## src/hw/vs_frontend_pkg.sv

```systemverilog
//////////////////////////////////////////////////
// Front end shared definitions
// Widths, buffer sizing, bus commands and the
// RV32 opcode table used by fetch and dispatch
//////////////////////////////////////////////////

package vs_frontend_pkg;

    // Address and data word width
    localparam int xlen = 32;

    typedef logic [xlen-1:0] addr_t;
    typedef logic [31:0]     inst_t;
    typedef logic [63:0]     mem_line_t;
    typedef logic [4:0]      reg_idx_t;

    // Instruction buffer sizing, depth kept a power of two
    localparam int ib_depth = 8;

    typedef logic [$clog2(ib_depth)-1:0] ib_ptr_t;
    // One extra bit so a full buffer is distinct from empty
    typedef logic [$clog2(ib_depth):0]   ib_count_t;

    // Memory port command
    typedef enum logic [1:0] {
        bus_none  = 2'h0,
        bus_load  = 2'h1,
        bus_store = 2'h2
    } bus_cmd_t;

    // Decoded opcode class
    typedef enum logic [3:0] {
        cls_lui,
        cls_auipc,
        cls_jal,
        cls_jalr,
        cls_branch,
        cls_load,
        cls_store,
        cls_op_imm,
        cls_op,
        cls_system,
        cls_illegal
    } inst_class_t;

    //////////////////////////////////////////////////
    // RV32I base opcodes, low two bits always 11
    //////////////////////////////////////////////////
    localparam logic [6:0] opc_lui    = 7'b0110111;
    localparam logic [6:0] opc_auipc  = 7'b0010111;
    localparam logic [6:0] opc_jal    = 7'b1101111;
    localparam logic [6:0] opc_jalr   = 7'b1100111;
    localparam logic [6:0] opc_branch = 7'b1100011;
    localparam logic [6:0] opc_load   = 7'b0000011;
    localparam logic [6:0] opc_store  = 7'b0100011;
    localparam logic [6:0] opc_op_imm = 7'b0010011;
    localparam logic [6:0] opc_op     = 7'b0110011;
    localparam logic [6:0] opc_system = 7'b1110011;

    // Full WFI encoding, halts dispatch
    localparam inst_t    inst_wfi = 32'h10500073;
    localparam reg_idx_t zero_reg = 5'd0;
    localparam addr_t    reset_pc = '0;

endpackage

```

## src/hw/dispatch_stage.sv

```systemverilog
//////////////////////////////////////////////////
// Dispatch stage
// Pops the buffer, decodes the opcode class and
// destination, halts for good after WFI
//////////////////////////////////////////////////

module dispatch_stage (
    input  logic                         clock,
    input  logic                         rst_n,
    input  logic                         dispatch_en,
    input  logic                         ib_valid,
    input  vs_frontend_pkg::addr_t       ib_pc,
    input  vs_frontend_pkg::inst_t       ib_inst,
    output logic                         ib_pop,
    output logic                         dp_valid,
    output vs_frontend_pkg::addr_t       dp_pc,
    output vs_frontend_pkg::inst_t       dp_inst,
    output vs_frontend_pkg::inst_class_t dp_class,
    output logic                         dp_has_dest,
    output vs_frontend_pkg::reg_idx_t    dp_dest_reg,
    output logic                         dp_illegal,
    output logic                         halted
);

    logic [6:0]                   opcode;
    vs_frontend_pkg::reg_idx_t    rd;
    vs_frontend_pkg::inst_class_t dec_class;
    logic                         dec_illegal;
    logic                         dec_has_dest;
    vs_frontend_pkg::reg_idx_t    dec_dest_reg;
    logic                         is_wfi;

    // Pop when back end allows and a head is present
    assign ib_pop = dispatch_en && ib_valid && !halted;

    assign opcode = ib_inst[6:0];
    assign rd     = ib_inst[11:7];
    assign is_wfi = (ib_inst == vs_frontend_pkg::inst_wfi);

    //////////////////////////////////////////////////
    // Opcode decode
    //////////////////////////////////////////////////
    always_comb begin
        case (opcode)
            vs_frontend_pkg::opc_lui:    dec_class = vs_frontend_pkg::cls_lui;
            vs_frontend_pkg::opc_auipc:  dec_class = vs_frontend_pkg::cls_auipc;
            vs_frontend_pkg::opc_jal:    dec_class = vs_frontend_pkg::cls_jal;
            vs_frontend_pkg::opc_jalr:   dec_class = vs_frontend_pkg::cls_jalr;
            vs_frontend_pkg::opc_branch: dec_class = vs_frontend_pkg::cls_branch;
            vs_frontend_pkg::opc_load:   dec_class = vs_frontend_pkg::cls_load;
            vs_frontend_pkg::opc_store:  dec_class = vs_frontend_pkg::cls_store;
            vs_frontend_pkg::opc_op_imm: dec_class = vs_frontend_pkg::cls_op_imm;
            vs_frontend_pkg::opc_op:     dec_class = vs_frontend_pkg::cls_op;
            vs_frontend_pkg::opc_system: dec_class = vs_frontend_pkg::cls_system;
            default:                     dec_class = vs_frontend_pkg::cls_illegal;
        endcase

        // Compressed or reserved encodings, or unknown opcode
        dec_illegal = (ib_inst[1:0] != 2'b11) ||
                      (dec_class == vs_frontend_pkg::cls_illegal);

        // Classes that write rd
        case (dec_class)
            vs_frontend_pkg::cls_lui,
            vs_frontend_pkg::cls_auipc,
            vs_frontend_pkg::cls_jal,
            vs_frontend_pkg::cls_jalr,
            vs_frontend_pkg::cls_load,
            vs_frontend_pkg::cls_op_imm,
            vs_frontend_pkg::cls_op: dec_has_dest = (rd != vs_frontend_pkg::zero_reg);
            default:                 dec_has_dest = 1'b0;
        endcase

        // x0 writes dropped
        dec_dest_reg = dec_has_dest ? rd : vs_frontend_pkg::zero_reg;
    end

    //////////////////////////////////////////////////
    // Registered dispatch outputs
    //////////////////////////////////////////////////

    // Control, one dp_valid per pop
    always_ff @(posedge clock or negedge rst_n) begin
        if (!rst_n) begin
            dp_valid <= 1'b0;
            halted   <= 1'b0;
        end else begin
            dp_valid <= ib_pop;
            // Sticky until reset
            if (ib_pop && is_wfi) begin
                halted <= 1'b1;
            end
        end
    end

    // Payload, only meaningful alongside dp_valid
    always_ff @(posedge clock) begin
        if (ib_pop) begin
            dp_pc       <= ib_pc;
            dp_inst     <= ib_inst;
            dp_class    <= dec_class;
            dp_has_dest <= dec_has_dest;
            dp_dest_reg <= dec_dest_reg;
            dp_illegal  <= dec_illegal;
        end
    end

endmodule

```

## src/hw/fetch_stage.sv

```systemverilog
//////////////////////////////////////////////////
// Fetch stage
// Owns the PC, shares the memory port with data
// requests and pushes fetched words to the buffer
//////////////////////////////////////////////////

module fetch_stage (
    input  logic                            clock,
    input  logic                            rst_n,
    input  logic                            squash,
    input  vs_frontend_pkg::addr_t          squash_pc,
    input  logic                            ib_full,
    input  vs_frontend_pkg::bus_cmd_t       dmem_command,
    input  vs_frontend_pkg::addr_t          dmem_addr,
    input  logic [vs_frontend_pkg::xlen-1:0] dmem_data,
    input  vs_frontend_pkg::mem_line_t      mem2proc_data,
    output vs_frontend_pkg::bus_cmd_t       proc2mem_command,
    output vs_frontend_pkg::addr_t          proc2mem_addr,
    output vs_frontend_pkg::mem_line_t      proc2mem_data,
    output logic                            if_valid,
    output vs_frontend_pkg::addr_t          if_pc,
    output vs_frontend_pkg::inst_t          if_inst
);

    vs_frontend_pkg::addr_t pc;
    logic                   dmem_req;

    // Data side owns the port whenever it asks
    assign dmem_req = (dmem_command != vs_frontend_pkg::bus_none);

    //////////////////////////////////////////////////
    // Memory port arbitration
    //////////////////////////////////////////////////
    always_comb begin
        if (dmem_req) begin
            // Data request passes straight through
            proc2mem_command = dmem_command;
            proc2mem_addr    = dmem_addr;
            // Store data zero-extended to a full line
            proc2mem_data    = vs_frontend_pkg::mem_line_t'(dmem_data);
        end else begin
            // Instruction fetch, line aligned
            proc2mem_command = vs_frontend_pkg::bus_load;
            proc2mem_addr    = {pc[vs_frontend_pkg::xlen-1:3], 3'b000};
            proc2mem_data    = '0;
        end
    end

    //////////////////////////////////////////////////
    // Word select and push
    //////////////////////////////////////////////////

    // Fetch only when the port is free, no redirect, room in buffer
    assign if_valid = !dmem_req && !squash && !ib_full;
    assign if_pc    = pc;

    // Upper half holds the odd word of the line
    assign if_inst = pc[2] ? mem2proc_data[63:32] : mem2proc_data[31:0];

    // PC update
    always_ff @(posedge clock or negedge rst_n) begin
        if (!rst_n) begin
            pc <= vs_frontend_pkg::reset_pc;
        end else if (squash) begin
            // Redirect wins over everything
            pc <= squash_pc;
        end else if (if_valid) begin
            pc <= pc + vs_frontend_pkg::addr_t'(4);
        end
        // Otherwise hold, stalled by data request or full buffer
    end

endmodule

```

## src/hw/insn_buffer.sv

```systemverilog
//////////////////////////////////////////////////
// Instruction buffer
// Circular FIFO of PC and instruction pairs
// between fetch and dispatch, flushed on squash
//////////////////////////////////////////////////

module insn_buffer (
    input  logic                   clock,
    input  logic                   rst_n,
    input  logic                   squash,
    input  logic                   if_valid,
    input  vs_frontend_pkg::addr_t if_pc,
    input  vs_frontend_pkg::inst_t if_inst,
    input  logic                   ib_pop,
    output logic                   ib_full,
    output logic                   ib_valid,
    output vs_frontend_pkg::addr_t ib_pc,
    output vs_frontend_pkg::inst_t ib_inst
);

    // Entry storage
    vs_frontend_pkg::addr_t pc_mem   [vs_frontend_pkg::ib_depth];
    vs_frontend_pkg::inst_t inst_mem [vs_frontend_pkg::ib_depth];

    vs_frontend_pkg::ib_ptr_t   head;
    vs_frontend_pkg::ib_ptr_t   tail;
    vs_frontend_pkg::ib_count_t count;

    // Status
    assign ib_full  = (count == vs_frontend_pkg::ib_count_t'(vs_frontend_pkg::ib_depth));
    // Head hidden during a squash so nothing stale is popped
    assign ib_valid = (count != '0) && !squash;

    // Head entry
    assign ib_pc   = pc_mem[head];
    assign ib_inst = inst_mem[head];

    //////////////////////////////////////////////////
    // Storage write at tail
    //////////////////////////////////////////////////
    always_ff @(posedge clock) begin
        if (if_valid) begin
            pc_mem[tail]   <= if_pc;
            inst_mem[tail] <= if_inst;
        end
    end

    //////////////////////////////////////////////////
    // Pointers and occupancy
    //////////////////////////////////////////////////
    always_ff @(posedge clock or negedge rst_n) begin
        if (!rst_n) begin
            head  <= '0;
            tail  <= '0;
            count <= '0;
        end else if (squash) begin
            // Flush beats any push or pop this cycle
            head  <= '0;
            tail  <= '0;
            count <= '0;
        end else begin
            // Pointers wrap naturally, depth is a power of two
            if (if_valid) begin
                tail <= tail + vs_frontend_pkg::ib_ptr_t'(1);
            end
            if (ib_pop) begin
                head <= head + vs_frontend_pkg::ib_ptr_t'(1);
            end
            // Push and pop together leave count unchanged
            case ({if_valid, ib_pop})
                2'b10:   count <= count + vs_frontend_pkg::ib_count_t'(1);
                2'b01:   count <= count - vs_frontend_pkg::ib_count_t'(1);
                default: count <= count;
            endcase
        end
    end

endmodule

```

## src/hw/vs_frontend.sv

```systemverilog
//////////////////////////////////////////////////
// Front end top level
// Fetch, instruction buffer and dispatch on the
// shared processor memory port
//////////////////////////////////////////////////

module vs_frontend (
    input  logic                            clock,
    input  logic                            rst_n,
    // Back end control
    input  logic                            squash,
    input  vs_frontend_pkg::addr_t          squash_pc,
    input  logic                            dispatch_en,
    // Data side request
    input  vs_frontend_pkg::bus_cmd_t       dmem_command,
    input  vs_frontend_pkg::addr_t          dmem_addr,
    input  logic [vs_frontend_pkg::xlen-1:0] dmem_data,
    // Memory port, answered same cycle
    input  vs_frontend_pkg::mem_line_t      mem2proc_data,
    output vs_frontend_pkg::bus_cmd_t       proc2mem_command,
    output vs_frontend_pkg::addr_t          proc2mem_addr,
    output vs_frontend_pkg::mem_line_t      proc2mem_data,
    // Dispatch
    output logic                            dp_valid,
    output vs_frontend_pkg::addr_t          dp_pc,
    output vs_frontend_pkg::inst_t          dp_inst,
    output vs_frontend_pkg::inst_class_t    dp_class,
    output logic                            dp_has_dest,
    output vs_frontend_pkg::reg_idx_t       dp_dest_reg,
    output logic                            dp_illegal,
    output logic                            halted
);

    // Fetch to buffer
    logic                   if_valid;
    vs_frontend_pkg::addr_t if_pc;
    vs_frontend_pkg::inst_t if_inst;
    logic                   ib_full;

    // Buffer to dispatch
    logic                   ib_valid;
    vs_frontend_pkg::addr_t ib_pc;
    vs_frontend_pkg::inst_t ib_inst;
    logic                   ib_pop;

    //////////////////////////////////////////////////
    // Fetch
    //////////////////////////////////////////////////
    fetch_stage u_fetch_stage (
        .clock            (clock),
        .rst_n            (rst_n),
        .squash           (squash),
        .squash_pc        (squash_pc),
        .ib_full          (ib_full),
        .dmem_command     (dmem_command),
        .dmem_addr        (dmem_addr),
        .dmem_data        (dmem_data),
        .mem2proc_data    (mem2proc_data),
        .proc2mem_command (proc2mem_command),
        .proc2mem_addr    (proc2mem_addr),
        .proc2mem_data    (proc2mem_data),
        .if_valid         (if_valid),
        .if_pc            (if_pc),
        .if_inst          (if_inst)
    );

    //////////////////////////////////////////////////
    // Instruction buffer
    //////////////////////////////////////////////////
    insn_buffer u_insn_buffer (
        .clock    (clock),
        .rst_n    (rst_n),
        .squash   (squash),
        .if_valid (if_valid),
        .if_pc    (if_pc),
        .if_inst  (if_inst),
        .ib_pop   (ib_pop),
        .ib_full  (ib_full),
        .ib_valid (ib_valid),
        .ib_pc    (ib_pc),
        .ib_inst  (ib_inst)
    );

    //////////////////////////////////////////////////
    // Dispatch
    //////////////////////////////////////////////////
    dispatch_stage u_dispatch_stage (
        .clock       (clock),
        .rst_n       (rst_n),
        .dispatch_en (dispatch_en),
        .ib_valid    (ib_valid),
        .ib_pc       (ib_pc),
        .ib_inst     (ib_inst),
        .ib_pop      (ib_pop),
        .dp_valid    (dp_valid),
        .dp_pc       (dp_pc),
        .dp_inst     (dp_inst),
        .dp_class    (dp_class),
        .dp_has_dest (dp_has_dest),
        .dp_dest_reg (dp_dest_reg),
        .dp_illegal  (dp_illegal),
        .halted      (halted)
    );

endmodule

```

## config.mk

```make
export PLATFORM = sky130hd
export DESIGN_NAME = vs_frontend
export DESIGN_NICKNAME = d
export VERILOG_FILES = /design/src/hw/vs_frontend_pkg.sv /design/src/hw/dispatch_stage.sv /design/src/hw/fetch_stage.sv /design/src/hw/insn_buffer.sv /design/src/hw/vs_frontend.sv
export SDC_FILE = /design/constraint.sdc
export NUM_CORES = 1
export LEC_CHECK = 0
export ABC_AREA = 1
export BUFFER_PORTS_ARGS = -buffer_cell sky130_fd_sc_hd__clkbuf_2
export CORE_MARGIN = 2
export CORE_UTILIZATION = 50
export CTS_CLUSTER_DIAMETER = 40
export CTS_CLUSTER_SIZE = 8
export DETAILED_ROUTE_END_ITERATION = 8
export GPL_TIMING_DRIVEN = 0
export PLACE_DENSITY = 0.7
export SKIP_LAST_GASP = 1
export SLEW_MARGIN = 30
export SYNTH_ARGS = -nofsm -noshare
export SYNTH_HDL_FRONTEND = slang
export SYNTH_SLANG_ARGS = --single-unit
export TNS_END_PERCENT = 100
```

## constraint.sdc

```tcl
create_clock -name clock -period 9.4 [get_ports clock]
set_clock_uncertainty 0.15 [all_clocks]
set_input_delay 0.94 -clock clock [delete_from_list [all_inputs] [get_ports clock]]
set_output_delay 0.94 -clock clock [all_outputs]
set_load 0.03 [all_outputs]
```

==> results summary <==
The signal arrival time at the worst endpoint came out at 2.85 ns. The count of endpoints failing hold in the final timing report is 0. Clock tree synthesis selected as its root buffer the cell clkbuf_16. Among all cell types in the netlist, the one instantiated most often is edfxtp_1.

Timing would allow up to 254 MHz. The setup slack of the critical path after layout came out at 5.46 ns. The boundary pin count came out at 341. The slowest cell on the critical path is clkbuf_1. The floorplan step set the die width to 236 µm. The register clock-pin slew on the reported worst setup and hold paths came out at 0.05 ns. The final period demand of the worst path came out at 3.94 ns. The number of diodes added for antenna fixing came out at 0. Across all register-to-register paths, the minimum setup slack is 5.93 ns. Ranked by total cell area, the synthesized netlist is headed by edfxtp_1 (66%), nor2_1 (7.1%), nand2_1 (5.7%). The end point of the critical path is proc2mem_data[30]. The number of distinct library cells after synthesis is 42. TritonCTS built the clock tree. The proportion of layout cells with a drive suffix above 1 came out at 19.5%. The total routing usage reported by global routing is 29.1%. Max-cap violations in this run came to 0. The global routing usage on met2 came out at 50.8%. After detailed routing, the average wire length per cell comes to 22.1 µm. The number of nets still failing antenna checks after routing came out at 0. The number of clock buffers added by TritonCTS is 95. The met3 usage in global routing came out at 4.90%. The power density over the cells is 203 nW/µm².

The clock sink count came out at 631. After the first detailed-routing iteration, the DRC count stood at 2,018. After global routing, the most crowded layer is met2. The startpoint identified for the worst register-to-register timing path is u_insn_buffer.count[1]$_DFFE_PN0P_.

The global placement routability congestion is 1.11. The number of input and output port buffers inserted came out at 308. The maximum resistive drop on vdd came out at 0.153 mV. The total congestion overflow after global routing came out at 0. The core region area is 53,500 µm². The critical path starts at dmem_command[1]. The total routed wirelength came out at 81.3 mm. After synthesis, the most frequently instantiated cells are edfxtp_1 (587), nor2_1 (511), nand2_1 (409). The largest net degree at the start of global routing is 45. The wire length of the first global-routing pass came out at 121 mm. The static power due to leakage is 13.3 nW. The net total in the final layout came out at 3,101. STA classifies the critical path endpoint as a primary output. The number of global-route vias before repair came to 20.4k.

edfxtp_1 takes more of the synthesized area than any other cell. Summed over its instances, the top area cell type makes up 65.5% of the synthesized netlist area. The buffer levels on the longest clock path came out at 3. The number of antenna violations at the first check in global routing came out at 1.

The top fanout value on the critical path came out at 10. The met1 usage came out at 35.2%. The worst register-to-register path ends at u_insn_buffer.pc_mem[3][11]$_DFFE_PP_. The placement row count is 85. The synthesized instance count is 2,457. The depth of the CTS H-tree came out at 3.

The number of synthesized flops with an enable pin is 587. The critical path in this run is classified as input port to primary output. The delay contributed by the slowest stage of the critical path is 0.54 ns. Walking the worst path, the cells encountered are clkbuf_2 -> nor2_4 -> clkbuf_1 -> buf_1 -> nor2_1 -> clkbuf_2. The share of async-settable or async-resettable flops after synthesis is 6.97%. The classification of the worst-slack hold path is input port to async pin. The number of optimization iterations in the first detailed-route pass is 6. The relative max-transition margin came out at 37.7%. The initial utilization of the core area, before any placement, comes to 50.3%. The required time of the critical path is 8.31 ns.

The die covers 55,700 µm². The setup total negative slack came out at 0 ns. For the worst flop-to-flop path, the logic depth is 10.

The overall via count from detail_route is 20.4k. The sequential element share of the synthesized area is 69.6%. The flip-flop cell with the highest count after synthesis is edfxtp_1. The ratio of final minimum period to clock period came out at 41.9%. The number of slew-limit violations in the final report came out at 0. The synthesized design contains 631 register bits. In this run the cell area of the synthesized design comes to 26,900 µm². Setup repair after global routing left no endpoint under its margin. Setup violations remaining at the end of the flow were counted as 0.

The total of warnings raised by yosys came out at 0. The number of hold buffers added after CTS is 0. For the worst-skew pair, the clock arrives at the later sink with an insertion delay of 0.65 ns. Among the stages of the critical path, the cell type that occurs most often is clkbuf_2. The sum of net half-perimeters after detailed placement is 56.3 mm. The flow ran to the end, and the final reports show no timing, DRC or antenna violations.

The via count normalized by instance count is 5.54. The largest registers in the layout are u_insn_buffer.inst_mem x256, u_insn_buffer.pc_mem x256. Post-CTS timing repair inserted 0 buffers for setup. The y dimension of the die came out at 236 µm. The transition at the pin with the smallest max-transition slack is 0.927 ns.

In this run the mean area of a mapped cell was 11.0 µm². The post-cts sizing count came out at 0. Relative to the synthesized area, the layout overhead comes to 23.4%. STA classifies the critical path startpoint as an input port.

Timing analysis after detailed placement gives a worst setup slack of 4.97 ns. The number of DRC violations after detailed routing is 0.
area by class of cell:
cell class                      instances  area (µm²)
Tap cell                              696         871
Buffer                                159         866
Timing Repair Buffer                  344        2460
Fill cell                            4103       20300
Sequential cell                       631       18700
Clock inverter                         23         244
Multi-Input combinational cell       1509        6790
Inverter                              189         714
Clock buffer                          131        2530
layout by cell type, fill, tap and decap left out, types with 4 or more instances in the layout:
cell type | netlist | routed
a21oi_1 | 30 | 30
a31oi_1 | 33 | 32
buf_1 | 19 | 19
buf_16 | 0 | 30
buf_2 | 38 | 38
buf_4 | 39 | 39
buf_6 | 10 | 10
buf_8 | 0 | 5
clkbuf_1 | 53 | 87
clkbuf_16 | 0 | 95
clkbuf_2 | 0 | 307
clkinv_1 | 3 | 11
clkinv_2 | 0 | 5
conb_1 | 1 | 32
dfrtp_1 | 44 | 44
edfxtp_1 | 587 | 587
ha_1 | 5 | 5
inv_1 | 179 | 179
inv_2 | 5 | 5
nand2_1 | 409 | 409
nand2_2 | 6 | 6
nand3_1 | 106 | 106
nand4_1 | 10 | 10
nor2_1 | 511 | 503
nor2_2 | 7 | 7
nor2_4 | 2 | 10
nor3_1 | 16 | 16
nor4_1 | 4 | 4
o211ai_1 | 9 | 9
o21ai_0 | 238 | 238
o21ai_1 | 12 | 12
o221ai_1 | 5 | 5
o22ai_1 | 39 | 39
xor2_1 | 13 | 13
routing by layer:
layer / vias up / routed length [µm]
met3: 159 / 7120
met4: 0 / 3280
met2: 1199 / 41300
li1: 9270 / -
met1: 9772 / 29700
met5: - / 0
critical path: cells and delay by family:
family / cells / cell delay, ns
buffers and inverters: 4 / 1.30
and+or+nand+nor: 2 / 0.59
worst min-delay path by stage:
stage                                            start  cells after the start                                   to  slack (ns)
global placement    u_insn_buffer.count[0]$_DFFE_PN0P_                      1   u_insn_buffer.count[0]$_DFFE_PN0P_        0.33
CTS                                              rst_n                      1  u_fetch_stage.if_pc[31]$_DFFE_PN0N_        0.24
global route                                     rst_n                      1  u_fetch_stage.if_pc[31]$_DFFE_PN0N_        0.27
floorplan           u_insn_buffer.count[0]$_DFFE_PN0P_                      1   u_insn_buffer.count[0]$_DFFE_PN0P_        0.31
detailed placement  u_insn_buffer.count[0]$_DFFE_PN0P_                      1   u_insn_buffer.count[0]$_DFFE_PN0P_        0.34
finish                                           rst_n                      1  u_fetch_stage.if_pc[31]$_DFFE_PN0N_        0.22
cell families (layout without fill, tap and decap cells):
kind of cell	after synthesis	in the layout	synth area share, %
and+or+nand+nor	1075	1075	15.9
AOI/OAI and AO/OA	377	377	7.63
buffers and inverters	348	846	5.87
other	1	32	0.0139
xor gates and xnor gates	16	16	0.521
adders and majority gates	6	6	0.307
muxes	3	3	0.126
DFF	631	631	69.6
power breakdown:
group	leakage (nW)	switching (mW)	total, mW	internal [mW]
Clock	1.33	1.22	3.11	1.89
Combinational	6.11	0.276	0.387	0.111
Sequential	5.84	0.0710	3.23	3.16
per-stage QoR:
| stage | area (µm²) | power, mW | std cells | hold WS (ns) | utilization, % |
|---|---|---|---|---|---|
| 2_1_floorplan | 27000 | 3.48 | 2488 | 0.308 | - |
| 3_3_place_gp | 29400 | 3.65 | 3492 | 0.334 | 55.0 |
| 3_5_place_dp | 30400 | 3.67 | 3528 | 0.342 | 56.9 |
| 4_1_cts | 33200 | 6.74 | 3682 | 0.235 | 62.1 |
| 5_1_grt | 33200 | 6.91 | 3682 | 0.274 | 62.1 |
| 6_report | 33200 | 6.73 | 3682 | 0.222 | 62.1 |
No activity file was read; power rests on OpenSTA's default activity.
